## src/source/tart_pkg.sv

```systemverilog
`default_nettype none

package tart_pkg;

   // ------------------------------------------------------------------
   // data and control types
   // ------------------------------------------------------------------
   typedef logic [23:0] sample_t;        // one bit per antenna

   typedef struct packed {
      logic       start;                 // acquisition enable
      logic       debug;                 // counter instead of antennas
      logic [2:0] sample_delay;          // strobe phase within a sample period
   } ctrl_t;

   // one host access, sampled in a single cycle
   typedef struct packed {
      logic       valid;
      logic       we;
      logic [3:0] adr;
      logic [7:0] dat;
   } host_req_t;

   typedef enum logic [1:0] {
      ST_IDLE    = 2'd0,
      ST_ACQUIRE = 2'd1,
      ST_FULL    = 2'd2,                 // reading back
      ST_DRAINED = 2'd3
   } store_state_e;

   // ------------------------------------------------------------------
   // host register map
   // ------------------------------------------------------------------
   localparam logic [3:0] REG_DATA0  = 4'h0;   // sample bits 7:0
   localparam logic [3:0] REG_DATA1  = 4'h1;   // sample bits 15:8
   localparam logic [3:0] REG_DATA2  = 4'h2;   // sample bits 23:16, pops the word
   localparam logic [3:0] REG_DELAY  = 4'h5;
   localparam logic [3:0] REG_DEBUG  = 4'h6;
   localparam logic [3:0] REG_START  = 4'h7;
   localparam logic [3:0] REG_STATUS = 4'he;

endpackage

`default_nettype wire

```

## src/source/antenna_capture.sv

```systemverilog
`timescale 1ns/1ps
`default_nettype none

module antenna_capture #(
   parameter int RATIO = 6                  // fpga_clk cycles per sample, 2..8
) (
   input  wire                     fpga_clk,
   input  wire                     arst_n_i,
   input  wire tart_pkg::sample_t  antenna_i,
   input  wire tart_pkg::ctrl_t    ctrl_i,
   output logic                    cap_valid_o,
   output tart_pkg::sample_t       cap_data_o
);
   import tart_pkg::*;

   localparam logic [2:0] PH_LAST = 3'(RATIO - 1);

   sample_t    ant_q;                       // registered pins
   sample_t    dbg_cnt;                     // fake telescope
   sample_t    dbg_next;
   logic [2:0] phase;
   logic       strobe;
   logic       emit;
   logic       start_q;
   logic       start_rise;

   // ------------------------------------------------------------------
   // sample strobe, phase set by sample_delay
   // ------------------------------------------------------------------
   assign strobe     = (phase == ctrl_i.sample_delay);
   assign emit       = strobe & ctrl_i.start;
   assign start_rise = ctrl_i.start & ~start_q;

   // counter restarts at 0 on the start edge, even when a strobe
   // lands in that same cycle
   assign dbg_next = start_rise ? '0 : dbg_cnt;

   always_ff @(posedge fpga_clk or negedge arst_n_i) begin
      if (!arst_n_i) begin
         phase       <= '0;
         start_q     <= 1'b0;
         cap_valid_o <= 1'b0;
         dbg_cnt     <= '0;
      end else begin
         phase       <= (phase == PH_LAST) ? 3'd0 : phase + 3'd1;   // free running
         start_q     <= ctrl_i.start;
         cap_valid_o <= emit;                                      // one cycle after strobe
         dbg_cnt     <= emit ? dbg_next + 24'd1 : dbg_next;        // one step per sample
      end
   end

   // ------------------------------------------------------------------
   // io register and source mux
   // ------------------------------------------------------------------
   always_ff @(posedge fpga_clk) begin
      ant_q <= antenna_i;
      if (emit) begin
         cap_data_o <= ctrl_i.debug ? dbg_next : ant_q;   // debug selects counter
      end
   end

endmodule

`default_nettype wire

```

## src/source/block_buffer.sv

```systemverilog
`timescale 1ns/1ps
`default_nettype none

module block_buffer #(
   parameter int CREDITS = 2                // initial credits toward the store
) (
   input  wire                     fpga_clk,
   input  wire                     arst_n_i,
   input  wire                     cap_valid_i,
   input  wire tart_pkg::sample_t  cap_data_i,
   output logic                    wr_valid_o,
   output tart_pkg::sample_t       wr_data_o,
   input  wire                     wr_credit_i
);
   import tart_pkg::*;

   localparam int CW = $clog2(CREDITS + 1);

   // four entries are plenty, since the store drains one word per cycle
   // and samples come at most once every RATIO cycles
   sample_t       ring [4];
   logic [2:0]    wp;                       // extra bit tells full from empty
   logic [2:0]    rp;
   logic [CW-1:0] credits;
   logic          empty;
   logic          send;

   assign empty = (wp == rp);
   assign send  = ~empty && (credits != '0);   // oldest entry goes out

   // ------------------------------------------------------------------
   // pointers and credit count
   // ------------------------------------------------------------------
   always_ff @(posedge fpga_clk or negedge arst_n_i) begin
      if (!arst_n_i) begin
         wp         <= '0;
         rp         <= '0;
         credits    <= CW'(CREDITS);
         wr_valid_o <= 1'b0;
      end else begin
         if (cap_valid_i) begin
            wp <= wp + 3'd1;
         end
         if (send) begin
            rp <= rp + 3'd1;
         end
         wr_valid_o <= send;
         // spend on send, refill on returned pulse
         credits <= credits - CW'(send) + CW'(wr_credit_i);
      end
   end

   // ------------------------------------------------------------------
   // ring storage
   // ------------------------------------------------------------------
   always_ff @(posedge fpga_clk) begin
      if (cap_valid_i) begin
         ring[wp[1:0]] <= cap_data_i;
      end
      if (send) begin
         wr_data_o <= ring[rp[1:0]];   // registered, one cycle after write
      end
   end

endmodule

`default_nettype wire

```

## src/source/sample_store.sv

```systemverilog
`timescale 1ns/1ps
`default_nettype none

module sample_store #(
   parameter int DEPTH   = 16,              // words, power of two
   parameter int CREDITS = 2                // initial credits toward host prefetch
) (
   input  wire                       fpga_clk,
   input  wire                       arst_n_i,
   input  wire tart_pkg::ctrl_t      ctrl_i,
   input  wire                       wr_valid_i,
   input  wire tart_pkg::sample_t    wr_data_i,
   output logic                      wr_credit_o,
   output logic                      rd_valid_o,
   output tart_pkg::sample_t         rd_data_o,
   input  wire                       rd_credit_i,
   output tart_pkg::store_state_e    state_o
);
   import tart_pkg::*;

   localparam int            AW   = $clog2(DEPTH);
   localparam int            CW   = $clog2(CREDITS + 1);
   localparam logic [AW-1:0] LAST = AW'(DEPTH - 1);

   sample_t       mem [DEPTH];              // stands in for the sdram
   store_state_e  state;
   logic [AW-1:0] wr_ptr;
   logic [AW-1:0] rd_ptr;
   logic [CW-1:0] credits;
   logic          start_q;
   logic          start_rise;
   logic          do_write;
   logic          do_send;

   assign start_rise = ctrl_i.start & ~start_q;
   assign do_write   = wr_valid_i && (state == ST_ACQUIRE);   // others dropped
   assign do_send    = (state == ST_FULL) && (credits != '0);
   assign state_o    = state;

   // ------------------------------------------------------------------
   // acquisition scheduler
   // ------------------------------------------------------------------
   always_ff @(posedge fpga_clk or negedge arst_n_i) begin
      if (!arst_n_i) begin
         state       <= ST_IDLE;
         wr_ptr      <= '0;
         rd_ptr      <= '0;
         credits     <= CW'(CREDITS);
         start_q     <= 1'b0;
         wr_credit_o <= 1'b0;
         rd_valid_o  <= 1'b0;
      end else begin
         start_q     <= ctrl_i.start;
         wr_credit_o <= wr_valid_i;         // credit back even for discarded words
         rd_valid_o  <= do_send;
         credits     <= credits - CW'(do_send) + CW'(rd_credit_i);
         if (do_write) begin
            wr_ptr <= wr_ptr + 1'b1;
         end
         if (do_send) begin
            rd_ptr <= rd_ptr + 1'b1;
         end

         if (start_rise) begin
            // new run from any state, old contents are overwritten
            state  <= ST_ACQUIRE;
            wr_ptr <= '0;
         end else begin
            case (state)
               ST_ACQUIRE: begin
                  if (do_write && (wr_ptr == LAST)) begin
                     state  <= ST_FULL;     // DEPTH-th write
                     rd_ptr <= '0;
                  end
               end
               ST_FULL: begin
                  if (do_send && (rd_ptr == LAST)) begin
                     state <= ST_DRAINED;   // last word handed out
                  end
               end
               default: ;                   // idle and drained wait for start
            endcase
         end
      end
   end

   // ------------------------------------------------------------------
   // sample memory, read back in address order
   // ------------------------------------------------------------------
   always_ff @(posedge fpga_clk) begin
      if (do_write) begin
         mem[wr_ptr] <= wr_data_i;
      end
      if (do_send) begin
         rd_data_o <= mem[rd_ptr];
      end
   end

endmodule

`default_nettype wire

```

## src/source/host_regs.sv

```systemverilog
`timescale 1ns/1ps
`default_nettype none

module host_regs #(
   parameter int CREDITS = 2                // prefetch depth, matches store credits
) (
   input  wire                          fpga_clk,
   input  wire                          arst_n_i,
   input  wire tart_pkg::host_req_t     host_req_i,
   output logic [7:0]                   host_rdata_o,
   output tart_pkg::ctrl_t              ctrl_o,
   input  wire                          rd_valid_i,
   input  wire tart_pkg::sample_t       rd_data_i,
   output logic                         rd_credit_o,
   input  wire tart_pkg::store_state_e  state_i
);
   import tart_pkg::*;

   localparam int            CW    = $clog2(CREDITS + 1);
   localparam int            PW    = (CREDITS > 1) ? $clog2(CREDITS) : 1;
   localparam logic [PW-1:0] PLAST = PW'(CREDITS - 1);

   ctrl_t         ctrl_q;
   sample_t       fifo [CREDITS];           // prefetched words
   sample_t       head;
   logic [PW-1:0] head_ptr;
   logic [PW-1:0] tail_ptr;
   logic [CW-1:0] count;
   logic          avail;
   logic          rd_req;
   logic          wr_req;
   logic          pop;
   logic [7:0]    status;
   logic [7:0]    rdata;

   assign rd_req = host_req_i.valid & ~host_req_i.we;
   assign wr_req = host_req_i.valid & host_req_i.we;
   assign avail  = (count != '0);
   assign head   = avail ? fifo[head_ptr] : '0;   // empty fifo reads as zero
   assign pop    = rd_req && (host_req_i.adr == REG_DATA2) && avail;
   assign status = {3'b000, ctrl_q.debug, ctrl_q.start, avail, state_i};
   assign ctrl_o = ctrl_q;

   // ------------------------------------------------------------------
   // read mux
   // ------------------------------------------------------------------
   always_comb begin
      case (host_req_i.adr)
         REG_DATA0:  rdata = head[7:0];
         REG_DATA1:  rdata = head[15:8];
         REG_DATA2:  rdata = head[23:16];
         REG_DELAY:  rdata = {5'b00000, ctrl_q.sample_delay};
         REG_DEBUG:  rdata = {7'b0000000, ctrl_q.debug};
         REG_START:  rdata = {7'b0000000, ctrl_q.start};
         REG_STATUS: rdata = status;
         default:    rdata = 8'h00;         // unmapped
      endcase
   end

   // ------------------------------------------------------------------
   // control registers, prefetch pointers, read data
   // ------------------------------------------------------------------
   always_ff @(posedge fpga_clk or negedge arst_n_i) begin
      if (!arst_n_i) begin
         ctrl_q       <= '0;
         head_ptr     <= '0;
         tail_ptr     <= '0;
         count        <= '0;
         rd_credit_o  <= 1'b0;
         host_rdata_o <= 8'h00;
      end else begin
         if (wr_req) begin
            case (host_req_i.adr)
               REG_DELAY: ctrl_q.sample_delay <= host_req_i.dat[2:0];
               REG_DEBUG: ctrl_q.debug        <= host_req_i.dat[0];
               REG_START: ctrl_q.start        <= host_req_i.dat[0];
               default: ;
            endcase
         end
         if (rd_req) begin
            host_rdata_o <= rdata;          // valid the cycle after the request
         end
         rd_credit_o <= pop;                // one credit per popped word
         if (rd_valid_i) begin
            tail_ptr <= (tail_ptr == PLAST) ? '0 : tail_ptr + 1'b1;
         end
         if (pop) begin
            head_ptr <= (head_ptr == PLAST) ? '0 : head_ptr + 1'b1;
         end
         count <= count + CW'(rd_valid_i) - CW'(pop);
      end
   end

   // store only sends with a credit, so no overflow here
   always_ff @(posedge fpga_clk) begin
      if (rd_valid_i) begin
         fifo[tail_ptr] <= rd_data_i;
      end
   end

endmodule

`default_nettype wire

```

## src/source/tart_top.sv

```systemverilog
`timescale 1ns/1ps
`default_nettype none

module tart_top #(
   parameter int DEPTH   = 16,              // store words
   parameter int RATIO   = 6,               // fpga_clk cycles per sample
   parameter int CREDITS = 2                // credits per link
) (
   input  wire                       fpga_clk,
   input  wire                       arst_n_i,
   input  wire tart_pkg::sample_t    antenna_i,
   input  wire tart_pkg::host_req_t  host_req_i,
   output logic [7:0]                host_rdata_o,
   output logic                      led_o
);
   import tart_pkg::*;

   ctrl_t        ctrl;
   logic         cap_valid;
   sample_t      cap_data;
   logic         wr_valid;
   sample_t      wr_data;
   logic         wr_credit;
   logic         rd_valid;
   sample_t      rd_data;
   logic         rd_credit;
   store_state_e state;

   assign led_o = (state >= ST_FULL);       // data can be read back

   // ------------------------------------------------------------------
   // capture, buffer, store, host port
   // ------------------------------------------------------------------
   antenna_capture #(.RATIO(RATIO)) capture0 (
      .fpga_clk, .arst_n_i, .antenna_i, .ctrl_i(ctrl),
      .cap_valid_o(cap_valid), .cap_data_o(cap_data)
   );

   block_buffer #(.CREDITS(CREDITS)) buffer0 (
      .fpga_clk, .arst_n_i, .cap_valid_i(cap_valid), .cap_data_i(cap_data),
      .wr_valid_o(wr_valid), .wr_data_o(wr_data), .wr_credit_i(wr_credit)
   );

   sample_store #(.DEPTH(DEPTH), .CREDITS(CREDITS)) store0 (
      .fpga_clk, .arst_n_i, .ctrl_i(ctrl),
      .wr_valid_i(wr_valid), .wr_data_i(wr_data), .wr_credit_o(wr_credit),
      .rd_valid_o(rd_valid), .rd_data_o(rd_data), .rd_credit_i(rd_credit),
      .state_o(state)
   );

   host_regs #(.CREDITS(CREDITS)) regs0 (
      .fpga_clk, .arst_n_i, .host_req_i, .host_rdata_o, .ctrl_o(ctrl),
      .rd_valid_i(rd_valid), .rd_data_i(rd_data), .rd_credit_o(rd_credit),
      .state_i(state)
   );

endmodule

`default_nettype wire

```

## config.mk

```make
export PLATFORM = sky130hd
export DESIGN_NAME = tart_top
export DESIGN_NICKNAME = d
export VERILOG_FILES = /design/src/source/tart_pkg.sv /design/src/source/antenna_capture.sv /design/src/source/block_buffer.sv /design/src/source/sample_store.sv /design/src/source/host_regs.sv /design/src/source/tart_top.sv
export SDC_FILE = /design/constraint.sdc
export NUM_CORES = 1
export LEC_CHECK = 0
export BUFFER_PORTS_ARGS = -buffer_cell sky130_fd_sc_hd__buf_2
export CAP_MARGIN = 20
export CELL_PAD_IN_SITES_DETAIL_PLACEMENT = 1
export CELL_PAD_IN_SITES_GLOBAL_PLACEMENT = 2
export CORE_ASPECT_RATIO = 1.75
export CORE_MARGIN = 2
export CORE_UTILIZATION = 51
export CTS_BUF_LIST = sky130_fd_sc_hd__clkbuf_2 sky130_fd_sc_hd__clkbuf_4 sky130_fd_sc_hd__clkbuf_8
export DETAILED_ROUTE_END_ITERATION = 16
export GPL_TIMING_DRIVEN = 0
export PLACE_DENSITY_LB_ADDON = 0.1
export SLEW_MARGIN = 5
export SYNTH_ARGS = -nofsm -noshare
export SYNTH_HDL_FRONTEND = slang
export SYNTH_SLANG_ARGS = --single-unit
```

## constraint.sdc

```tcl
create_clock -name fpga_clk -period 5.2 [get_ports fpga_clk]
set_input_delay 0.78 -clock fpga_clk [delete_from_list [all_inputs] [get_ports fpga_clk]]
set_output_delay 0.78 -clock fpga_clk [all_outputs]
set_load 0.02 [all_outputs]
```

After elaboration in Yosys (flattened, before gate mapping)

Memory sizes are Yosys's and may differ from the RTL's. A register that Yosys moved wholly into a read port is not among the register bits.
Cells that the tools add are included.

Word-level logic and storage cells: 105
Bits in writable memories: 528
Flip-flop bits (word level): 118
Memories: 3
Bits of input ports: 40
Output and inout port bits: 9

Magnitude comparators: 1
Reductions and logical operators: 17
Add/sub/neg operators: 14
Bitwise logic cells: 7
Equality and inequality tests: 15
Muxes and demuxes: 24

Memory list:

| name         | depth | width | read ports | clocked after memory_dff | wr ports | line               | text |
|---|---|---|---|---|---|---|---|
| store0.mem   | 16    | 24    | 1          | 1                        | 1        | sample_store.sv:25 | `sample_t mem [DEPTH];` |
| buffer0.ring | 4     | 24    | 1          | 1                        | 1        | block_buffer.sv:21 | `sample_t ring [4];` |
| regs0.fifo   | 2     | 24    | 1          | 0                        | 1        | host_regs.sv:24    | `sample_t fifo [CREDITS];` |

Operators by type and width:

| cell                    | count |
|---|---|
| $mux W24                | 4 |
| $pmux W8 S7             | 1 |
| $add A24 B1 Y24 const B | 1 |
| $mux W4                 | 6 |
| $eq A4 B3 Y1 const B    | 3 |
| $eq A4 B4 Y1 const B    | 3 |
| $add A3 B1 Y3 const B   | 3 |
| $add A4 B1 Y4 const B   | 2 |
| $mux W1                 | 8 |
| $reduce_bool A2 Y1      | 4 |
| $logic_and A1 B1 Y1     | 7 |
| $add A2 B1 Y2           | 3 |
| $eq A3 B3 Y1            | 2 |
| $mux W2                 | 3 |
| $ne A3 B3 Y1 const B    | 2 |
| $reduce_and A2 Y1       | 3 |
| $sub A2 B1 Y2           | 3 |
| $and A1 B1 Y1           | 4 |
| $eq A4 B1 Y1 const B    | 1 |
| $eq A4 B2 Y1 const B    | 1 |
| $logic_not A4 Y1        | 1 |
| $pmux W2 S2             | 1 |
| $eq A3 B3 Y1 const B    | 1 |
| $mux W3                 | 1 |
| 7 further kinds         | 10 |

Longest topological paths before layout

Gate-level depths: netlist (run 1).

Depth in word-level cells: 6
Depth in mapped cells: 10
Depth with buffers taken out: 7

By module

Synthesis (run 1) repeated with hierarchy kept, for this count alone.

Cell total of the unflattened synthesis: 1351
Area total of the unflattened synthesis: 26596.8 um^2

By module, submodules not included:

| module          | seq. area each (um^2) | cells an instance | times used | area an instance (um^2) |
|---|---|---|---|---|
| sample_store    | 12628.4               | 703               | 1          | 16010.4 |
| block_buffer    | 3829.9                | 193               | 1          | 4740.8 |
| antenna_capture | 1926.8                | 271               | 1          | 3054.2 |
| host_regs       | 1891.8                | 183               | 1          | 2787.7 |
| tart_top        | 0.0                   | 1                 | 1          | 3.8 |

Worst setup path before layout (run 1)

Ideal clock, no wire load.

Kind: flip-flop to flip-flop
Start point: register store0.credits[1]
End point: register store0.credits[1]
Period minus slack after synthesis: 3904 ps
Path buffers: 0
Cell stages (with the launch flop): 8
Slack: 1296 ps
Data arrival time: 3829 ps
Setup time: 75 ps
Data required time: 5125 ps
Cells stage by stage: dfstp_2 > nor2_1 > nor3b_1 > ha_1 > inv_1 > ha_1 > xnor2_1 > xnor2_1

Word-level cells in the longest chain between the ends: 4

RTL lines:

| item                     | line               | text |
|---|---|---|
| start: declaration       | sample_store.sv:29 | `logic [CW-1:0] credits;` |
| start signal: assignment | sample_store.sv:48 | `credits <= CW'(CREDITS);` |
| start signal: assignment | sample_store.sv:56 | `credits <= credits - CW'(do_send) + CW'(rd_credit_i);` |
| $reduce_bool A2 Y1       | sample_store.sv:37 | `assign do_send = (state == ST_FULL) && (credits != '0);` |
| $logic_and A1 B1 Y1      | sample_store.sv:37 |  |
| via store0.do_send       | sample_store.sv:33 | `logic do_send;` |
| $sub A2 B1 Y2            | sample_store.sv:56 |  |
| $add A2 B1 Y2            | sample_store.sv:56 |  |

The timed path passes the listed nets, and every way through them passes these cells.
A chain may end at the register's enable or synchronous reset.

==> results of run 1 <==
==> worst reg2reg max path, stage by stage, from the launching register on <==
cell and delay [ns]:
dfrtp_1 0.37, clkbuf_1 0.30, clkbuf_1 0.67, clkbuf_1 0.72, mux4_2 0.47, mux4_2 0.51
==> state kept, by name, summed over array words and instances (netlist names), 2 cells and up <==
signal	count
store0.mem	384
buffer0.ring	96
regs0.fifo	48
buffer0.wr_data_o	24
capture0.ant_q	24
capture0.cap_data_o	24
capture0.dbg_cnt	24
store0.rd_data_o	24
regs0.host_rdata_o	8
regs0.ctrl_o	5
store0.rd_ptr	4
store0.wr_ptr	4
buffer0.rp	3
buffer0.wp	3
capture0.phase	3
buffer0.credits	2
regs0.count	2
store0.credits	2
store0.state_o	2
==> cell type report <==
type	count	area, um^2
Antenna cell	1	2.50
Buffer	62	269
Clock buffer	142	1740
Clock inverter	31	245
Fill cell	4448	21200
Inverter	37	139
Multi-Input combinational cell	494	5700
Sequential cell	694	20300
Tap cell	672	841
Timing Repair Buffer	75	713
==> logic make-up (layout without fill, tap and decap cells) <==
kind of cell	Yosys count	in the layout	synth area share [%]
flops	694	694	77.2
compound gates	81	81	1.92
xor+xnor	35	35	1.23
buf+inv	99	347	1.56
other cells	0	1	0
simple gates	187	187	3.55
fa+ha+maj	17	17	0.811
mux	174	174	13.7
==> report_power, final <==
part	switching, mW	internal, mW	total, mW
Combinational	0.270	0.133	0.403
Sequential	0.0764	6.10	6.18
Clock	1.99	2.34	4.33
Total	2.33	8.57	10.9
==> how the worst max path moves through the flow <==
stage	start	end	slack [ns]	depth (start not counted)
3_3_place_gp	store0.state_o[0]	store0.mem[3][1]	-0.46	4
2_1_floorplan	store0.credits[1]	store0.credits[1]	1.30	7
4_1_cts	store0.rd_ptr[1]	store0.rd_data_o[9]	1.87	5
6_report	store0.rd_ptr[1]	store0.rd_data_o[9]	1.88	5
5_1_grt	regs0.ctrl_o[4]	capture0.dbg_cnt[14]	1.64	9
3_5_place_dp	store0.rd_ptr[1]	store0.rd_data_o[9]	1.89	5
==> Yosys cell counts, types with 3 or more instances <==
cell,count
edfxtp_1,600
mux4_2,147
dfrtp_1,68
nand2_1,45
nor2_1,40
o21ai_0,39
clkbuf_1,38
inv_1,37
nand3_1,35
dfxtp_1,24
xnor2_1,20
mux2i_1,18
ha_1,17
xor2_1,13
a21oi_1,11
buf_2,11
nor3_1,11
buf_1,10
mux2_2,9
nand4_1,9
and2_1,8
nand2b_1,8
nor4_1,8
o211ai_1,5
o31ai_1,5
or4_1,5
and3_1,4
a31o_2,3
a32oi_1,3
buf_6,3
nor2b_1,3
==> metal layers <==
metal / up-vias / GRT usage, % / part of all wire, %
li1: 5521 / - / -
met1: 6709 / 24.8 / 33
met2: 387 / 46.2 / 58
met3: 132 / 4.56 / 4.6
met4: 0 / 10.4 / 4.1
met5: - / 0 / 0
==> per-stage QoR <==
stage                     total power, mW  hold slack (ns)  instances
after floorplan                      6.51            0.354       1287
after global placement               6.68            0.425       1999
after detailed placement             6.71            0.434       2031
after CTS                            11.0           0.0805       2204
after global routing                 11.3           0.0940       2208
final                                10.9           0.0971       2208
==> reports/metrics.yaml, run 1 <==
grt:
  grt_usage_pct: 24.0
  grt_pass1_wl_um: 91100
  grt-ovfl-total: 0
  grt_max_degree: 37
  antenna_found_initial: 2
  grt_pass1_vias: 14200
setup_path:
  cpPeakStageDelay_ns: 0.72
  cp_cell_sequence: "clkbuf_1, clkbuf_1, clkbuf_1, mux4_2, mux4_2"
  arrival_ns: 3.74
  r2r_slack_ns: 1.88
  end_kind: "flip-flop"
  start_kind: "flip-flop"
  crit_path_frequent_cell: "clkbuf_1"
  worst-setup-path-type: "reg -> reg"
  timing.rr.start: "store0.rd_ptr[1]"
  crit_family: "buffers and inverters"
  rr_endpoint: "store0.rd_data_o[9]"
  crit_required_ns: 5.61
  crit_buf_inv: 3
  crit_slowest_cell: "clkbuf_1"
  reg2reg_depth: 5
  crit_path_max_fanout: 10
timing:
  setup_viol: 0
  slew_headroom_pct: 32.6
  fmax_mhz: 301
  post-route-period-util_pct: 63.9
  finalClockSkew_ns: 0.0376
  tightest_slew_ns: 1.01
  fin_setup_tns_ns: 0
  rsz0062_at_grt: "false"
  finalHoldViolations: 0
  drv_slew: 0
  period_needed_ns: 3.32
  layout_setup_ws_ns: 1.88
placed_design:
  place_area_um2: 27900
  place_congestion: 0.817
  dp_hpwl_um: 41900
  io_buffers: 40
  pre_cts_slack_ns: 1.89
clock_tree:
  clockBufferDepth: 3
  cts_max_level: 3
  clkTransAtPathRegs_ns: 0.07
  postCtsHoldBufs: 0
  cts_root_buffer: "clkbuf_8"
  insertion_delay_ns: 0.70
  cts_tree: "done"
  cts_inserted_buffers: 97
  cts.sinks: 694
  post_cts_buffers: 0
  ctsResizeCount: 0
cells_and_area:
  final_common_cell: "edfxtp_1"
  final_area_um2: 29900
  mostFrequentLayoutCells: "edfxtp_1 (600), mux4_2 (147), clkbuf_8 (108)"
  syn2layout_area_growth_pct: 14.0
  post-route-util_pct: 58.6
  drive_gt1_share_pct: 28.8
  nets: 1518
drt:
  ant_nets: 0
  drc: 0
  drt_iter0_drc: 1044
  dr_total_vias: 12700
  routed_wl_um: 61200
  wire_per_inst_um: 27.7
  vias_per_cell: 5.77
  first_pass_iters: 4
run:
  maxCapViolCount: 0
power_and_ir_drop:
  p_leak_nw: 9.84
  ir_drop_mv: 0.227
  power_density_nw_per_um2: 365
floorplan:
  pin_count: 49
  die_w_um: 175
  num_rows: 110
  dieHeight_um: 304
  core_um2: 51100
  die_area_um2: 53300
  start_util_pct: 51.4
synthesis:
  ys_ff_latch: 694
  syn_nets: 1344
  synth_ff_type: "edfxtp_1"
  synth-edff-count: 600
  avgSynthCellArea_um2: 20.4
  yosysTopAreaCellShare_pct: 68.7
  yosysSeqAreaShare_pct: 77.2
  synth_cell_types: 55
  yosys.area.top_type: "edfxtp_1"
  synth_cells: 1287
  yosys_warnings: 0
  syn-cell-area_um2: 26200
  ys_async_sr_fraction_pct: 10.1
  synthTopCellsByArea: "edfxtp_1 (69%), mux4_2 (13%), dfrtp_1 (6.5%)"
outcome:
  status: "finished, final reports clean"
min_path:
  min_path_type: "in -> async"
(Power assumes the default switching activity.)
==> run 2, diff against run 1 <==
--- a/config.mk
+++ b/config.mk
@@ -11,7 +11,7 @@
 export CELL_PAD_IN_SITES_GLOBAL_PLACEMENT = 2
 export CORE_ASPECT_RATIO = 1.75
 export CORE_MARGIN = 2
-export CORE_UTILIZATION = 51
+export CORE_UTILIZATION = 46
 export CTS_BUF_LIST = sky130_fd_sc_hd__clkbuf_2 sky130_fd_sc_hd__clkbuf_4 sky130_fd_sc_hd__clkbuf_8
 export DETAILED_ROUTE_END_ITERATION = 16
 export GPL_TIMING_DRIVEN = 0
==> constraint.sdc (replaced) <==
create_clock -name fpga_clk -period 2.9 [get_ports fpga_clk]
set_input_delay 0.435 -clock fpga_clk [delete_from_list [all_inputs] [get_ports fpga_clk]]
set_output_delay 0.435 -clock fpga_clk [all_outputs]
set_load 0.02 [all_outputs]
==> run 2 against run 1 <==
- sequential share of layout area shrank 1.1 points
- flip-flop and latch count unchanged
- register-to-register slack worse by 1.8 ns
- sequential power rose by 80%
- final area increased by 1.7%
- non-clock buffer count is 26 higher
- combinational power rose by 89%
- final cell count grew 5.5%
- clock power grew 73%
- maximum frequency rose by 18%
- critical path type unchanged
==> reports/metrics.yaml, run 2 (same netlist as run 1, synthesis figures left out) <==
cells_and_area:
  register_area_um2: 20300
  fillers: 4986
  final_common_cell: "edfxtp_1"
  nets: 1546
  drive_gt1_share_pct: 28.4
  layout.cells.non_filler: 2329
  mostFrequentLayoutCells: "edfxtp_1 (600), mux4_2 (147), clkbuf_8 (106)"
  top_register: "store0.mem"
  syn2layout_area_growth_pct: 15.9
  multi_input_area_um2: 5750
  largest_register_ffs: 384
power_and_ir_drop:
  total_power_mw: 19.3
  seqPwrFrac_pct: 57.4
  ir_drop_mv: 0.442
  p_leak_nw: 9.93
  clkPwrFrac_pct: 38.7
  internal_power_mw: 15.1
  p_sw_share_pct: 22.0
  combPwrFrac_pct: 3.9
  power_density_nw_per_um2: 636
  p_sw_mw: 4.25
clock_tree:
  clkTransAtPathRegs_ns: 0.06
  cts.sinks: 694
  cts_inserted_buffers: 99
  cts_max_level: 3
  insertion_delay_ns: 0.71
  cts_root_buffer: "clkbuf_8"
  clockBufferDepth: 3
  cts_tree: "done"
timing:
  drv_slew: 0
  post-route-period-util_pct: 96.7
  rsz0062_at_grt: "false"
  layout_setup_ws_ns: 0.0943
  tightest_slew_ns: 0.961
  setup_viol: 0
  finalClockSkew_ns: 0.0332
  period_needed_ns: 2.81
  finalHoldViolations: 0
  slew_headroom_pct: 35.9
  fmax_mhz: 356
setup_path:
  r2r_slack_ns: 0.09
  crit_required_ns: 3.30
  crit_path_max_fanout: 10
  rr_endpoint: "store0.rd_data_o[10]"
  arrival_ns: 3.21
  cp-startpoint: "store0.rd_ptr[1]"
  start_kind: "flip-flop"
  reg2reg_depth: 5
  cp-endpoint: "store0.rd_data_o[10]"
  timing.rr.start: "store0.rd_ptr[1]"
  worst-setup-path-type: "reg -> reg"
  end_kind: "flip-flop"
placed_design:
  place_congestion: 0.743
  pre_cts_slack_ns: -0.678
  io_buffers: 40
  dp_hpwl_um: 42200
  place_inst: 2118
min_path:
  hold_depth: 3
  min_path_type: "in -> reg"
drt:
  vias_per_cell: 5.44
  dr_total_vias: 12700
  wire_per_inst_um: 26.3
  drc: 0
  ant_nets: 0
  drt_iter0_drc: 650
  routed_wl_um: 61200
  first_pass_iters: 4
floorplan:
  core_um2: 56300
  num_rows: 115
  die_area_um2: 59000
  start_util_pct: 46.6
  dieHeight_um: 320
  die_w_um: 184
  pin_count: 49
grt:
  grt_pass1_wl_um: 90900
  grt_usage_pct: 21.8
  grt_pass1_vias: 14200
  antenna_found_initial: 1
  grt_max_degree: 41
  grt-ovfl-total: 0
outcome:
  status: "finished, final reports clean"
run:
  maxCapViolCount: 0
[run 2: changes by cell type in the layout (fill, tap and decap cells not counted), sizes merged]
cell	delta
bufinv	-3
clkbuf	-7
clkdlybuf4s15	+2
inv	+2
clkdlybuf4s18	+1
buf	-2
clkinv	+11
dlygate4sd3	+28
clkinvlp	+1
[run 2: worst min path at each step]
stage / startpoint / end / slack [ns]
after global placement: store0.rd_data_o[22] / regs0.fifo[0][22] / 0.42
after CTS: host_req_i[13] / regs0.head_ptr / 0.19
final: host_req_i[11] / regs0.host_rdata_o[3] / 0.25
after detailed placement: store0.rd_data_o[3] / regs0.fifo[0][3] / 0.44
after floorplan: arst_n_i / buffer0.credits[0] / 0.14
after global routing: host_req_i[13] / regs0.head_ptr / 0.25
[run 2: routing by layer]
layer	track usage, %	vias up	wire [um]
met5	0	-	0
met4	9.33	0	2270
met3	3.83	109	2350
met2	43.3	266	36300
met1	21.5	6723	20200
li1	-	5582	-
[run 2: layout make-up]
type                            count  share of cell area [%]
Antenna cell                        1                 0.00823
Buffer                             61                   0.984
Clock buffer                      138                    5.59
Clock inverter                     42                   0.712
Inverter                           37                   0.457
Multi-Input combinational cell    494                    18.9
Sequential cell                   694                    66.6
Tap cell                          760                    3.13
Timing Repair Buffer              102                    3.58
[run 2: repair_timing]
action	4_1_cts	5_1_grt
hold buffers	28	0
pin swaps	3	0
endpoints found under the setup margin	50	14
endpoints found under the hold margin	57	0
gates resized for setup	21	4
setup buffers	3	0
[run 2: critical path, cell delays in order (launching register included)]
cell      delay (ns)
dfrtp_1         0.35
clkbuf_1        0.39
clkbuf_4        0.38
clkbuf_2        0.43
mux4_2          0.38
mux4_2          0.56
[run 2: power groups by stage]
stage | clock network [mW] | logic (mW) | registers, mW
after CTS | 7.70 | 0.790 | 11.1
final | 7.48 | 0.761 | 11.1
after detailed placement | 0 | 0.754 | 11.3
after global routing | 8.06 | 0.857 | 11.1
after global placement | 0 | 0.720 | 11.3
after floorplan | 0 | 0.447 | 11.2
[run 2: through the flow]
step                      setup TNS, ns  hold slack, ns  utilization, %  cell area, um^2
final                                 0           0.247            54.0            30400
after global routing                  0           0.251            54.0            30400
after CTS                             0           0.189            54.0            30400
after detailed placement         -14.26           0.443            50.0            28100
after global placement          -529.76           0.424            48.7            27400
after floorplan                       0           0.139               -            26300
==> run 3, diff against run 2 <==
--- a/config.mk
+++ b/config.mk
@@ -7,15 +7,13 @@
 export LEC_CHECK = 0
 export BUFFER_PORTS_ARGS = -buffer_cell sky130_fd_sc_hd__buf_2
 export CAP_MARGIN = 20
-export CELL_PAD_IN_SITES_DETAIL_PLACEMENT = 1
-export CELL_PAD_IN_SITES_GLOBAL_PLACEMENT = 2
 export CORE_ASPECT_RATIO = 1.75
 export CORE_MARGIN = 2
-export CORE_UTILIZATION = 46
+export CORE_UTILIZATION = 50
 export CTS_BUF_LIST = sky130_fd_sc_hd__clkbuf_2 sky130_fd_sc_hd__clkbuf_4 sky130_fd_sc_hd__clkbuf_8
 export DETAILED_ROUTE_END_ITERATION = 16
 export GPL_TIMING_DRIVEN = 0
-export PLACE_DENSITY_LB_ADDON = 0.1
+export PLACE_DENSITY = 0.68
 export SLEW_MARGIN = 5
 export SYNTH_ARGS = -nofsm -noshare
 export SYNTH_HDL_FRONTEND = slang
==> run 3 against run 2 <==
- final area shrank 0.19%
- non-clock buffer count decreased by 1
- routed wire length is 13% lower
- core utilization grew 4.2 points
- critical path type unchanged
- worst hold slack lost 0.034 ns
- clock-buffer cell count shrank 8
- combinational power barely moved
- sequential share of layout area rose by 0.12 points
- via count is 0.48% lower
==> reports/metrics.yaml, run 3 (same netlist as run 1, synthesis figures left out) <==
cells_and_area:
  top_register: "store0.mem"
  post-route-util_pct: 58.3
  final_common_cell: "edfxtp_1"
  mostFrequentLayoutCells: "edfxtp_1 (600), mux4_2 (147), clkbuf_8 (106)"
  syn2layout_area_growth_pct: 15.7
  nets: 1542
  drive_gt1_share_pct: 27.8
  largest_register_ffs: 384
power_and_ir_drop:
  ir_drop_mv: 0.402
  p_leak_nw: 9.96
  power_density_nw_per_um2: 631
  total_power_mw: 19.2
grt:
  grt-ovfl-total: 0
  grt_pass1_wl_um: 79700
  grt_max_degree: 45
  antenna_found_initial: 1
  grt_usage_pct: 20.3
  grt_pass1_vias: 13500
drt:
  routed_wl_um: 53400
  vias_per_cell: 5.63
  first_pass_iters: 5
  drc: 0
  wire_per_inst_um: 23.8
  drt_iter0_drc: 1023
  dr_total_vias: 12600
  ant_nets: 0
timing:
  slew_headroom_pct: 25.6
  setup_viol: 0
  tightest_slew_ns: 1.11
  drv_slew: 0
  fmax_mhz: 356
  rsz0062_at_grt: "false"
  finalClockSkew_ns: 0.0404
  post-route-period-util_pct: 96.9
  period_needed_ns: 2.81
  fin_setup_tns_ns: 0
  finalHoldViolations: 0
clock_tree:
  clkTransAtPathRegs_ns: 0.07
  cts_max_level: 3
  clockBufferDepth: 3
  cts_tree: "done"
  insertion_delay_ns: 0.67
  cts_inserted_buffers: 96
  cts.sinks: 694
  cts_root_buffer: "clkbuf_8"
setup_path:
  start_kind: "flip-flop"
  end_kind: "flip-flop"
  arrival_ns: 3.17
  crit_path_max_fanout: 10
  crit_required_ns: 3.26
  worst-setup-path-type: "reg -> reg"
placed_design:
  place_congestion: 0.869
  io_buffers: 40
  dp_hpwl_um: 36100
outcome:
  status: "finished, final reports clean"
floorplan:
  start_util_pct: 50.3
  num_rows: 111
  die_w_um: 177
  dieHeight_um: 307
  die_area_um2: 54400
  pin_count: 49
  core_um2: 52100
run:
  maxCapViolCount: 0
min_path:
  min_path_type: "in -> reg"
[run 3: metal layers]
| metal | vias up | track usage, % | routed length [um] |
|---|---|---|---|
| met4 | 0 | 9.19 | 1830 |
| met5 | - | 0 | 0 |
| met3 | 108 | 2.89 | 1980 |
| met2 | 366 | 38.8 | 31000 |
| li1 | 5569 | - | - |
| met1 | 6576 | 21.8 | 18600 |
[run 3: where the power goes]
| group | switching, mW | internal (mW) |
|---|---|---|
| registers | 0.137 | 10.9 |
| logic | 0.469 | 0.293 |
| clock network | 3.53 | 3.79 |
[run 3: critical path, stage by stage, from the launching register on]
cell      delay (ns)
dfrtp_1         0.36
clkbuf_1        0.31
buf_4           0.34
buf_4           0.31
mux4_2          0.56
mux4_2          0.61
[run 3: final timing paths]
kind / from / end / slack [ns] / cells past startpoint
min in group asynchronous: arst_n_i / capture0.dbg_cnt[5] / 0.26 / 2
hold / removal: host_req_i[13] / regs0.rd_credit_o / 0.21 / 3
hold reg to reg: buffer0.wr_valid_o / store0.wr_credit_o / 0.38 / 0
max in group asynchronous: arst_n_i / store0.credits[1] / 1.98 / 3
setup / recovery: store0.rd_ptr[0] / store0.rd_data_o[9] / 0.09 / 5
setup reg to reg: store0.rd_ptr[0] / store0.rd_data_o[9] / 0.09 / 5
[run 3: cell type report]
type / count / area [um^2]
inverter: 37 / 139
timing repair buffer: 100 / 1180
clock buffer: 130 / 1640
buffer: 62 / 297
antenna: 1 / 2.50
multi-input combinational: 494 / 5730
fill: 3757 / 21700
tap: 678 / 848
clock inverter: 45 / 250
sequential: 694 / 20300
[run 3: metrics by stage]
| stage | setup WS [ns] | hold slack [ns] | instance area, um^2 | cells |
|---|---|---|---|---|
| after floorplan | 0.133 | 0.139 | 26300 | 1287 |
| after global placement | -1.19 | 0.368 | 27300 | 2005 |
| after detailed placement | -0.534 | 0.377 | 28100 | 2035 |
| after CTS | 0.000798 | 0.153 | 30300 | 2238 |
| after global routing | 0.00355 | 0.184 | 30300 | 2241 |
| final | 0.0895 | 0.214 | 30300 | 2241 |
[run 3: timing repair]
item | in CTS | in global routing
resized for setup | 12 | 1
hold endpoints to repair | 55 | 0
hold buffers | 28 | 0
pin swaps | 0 | 0
buffers inserted | 0 | 0
gates cloned | 0 | 0
setup endpoints to repair | 25 | 5
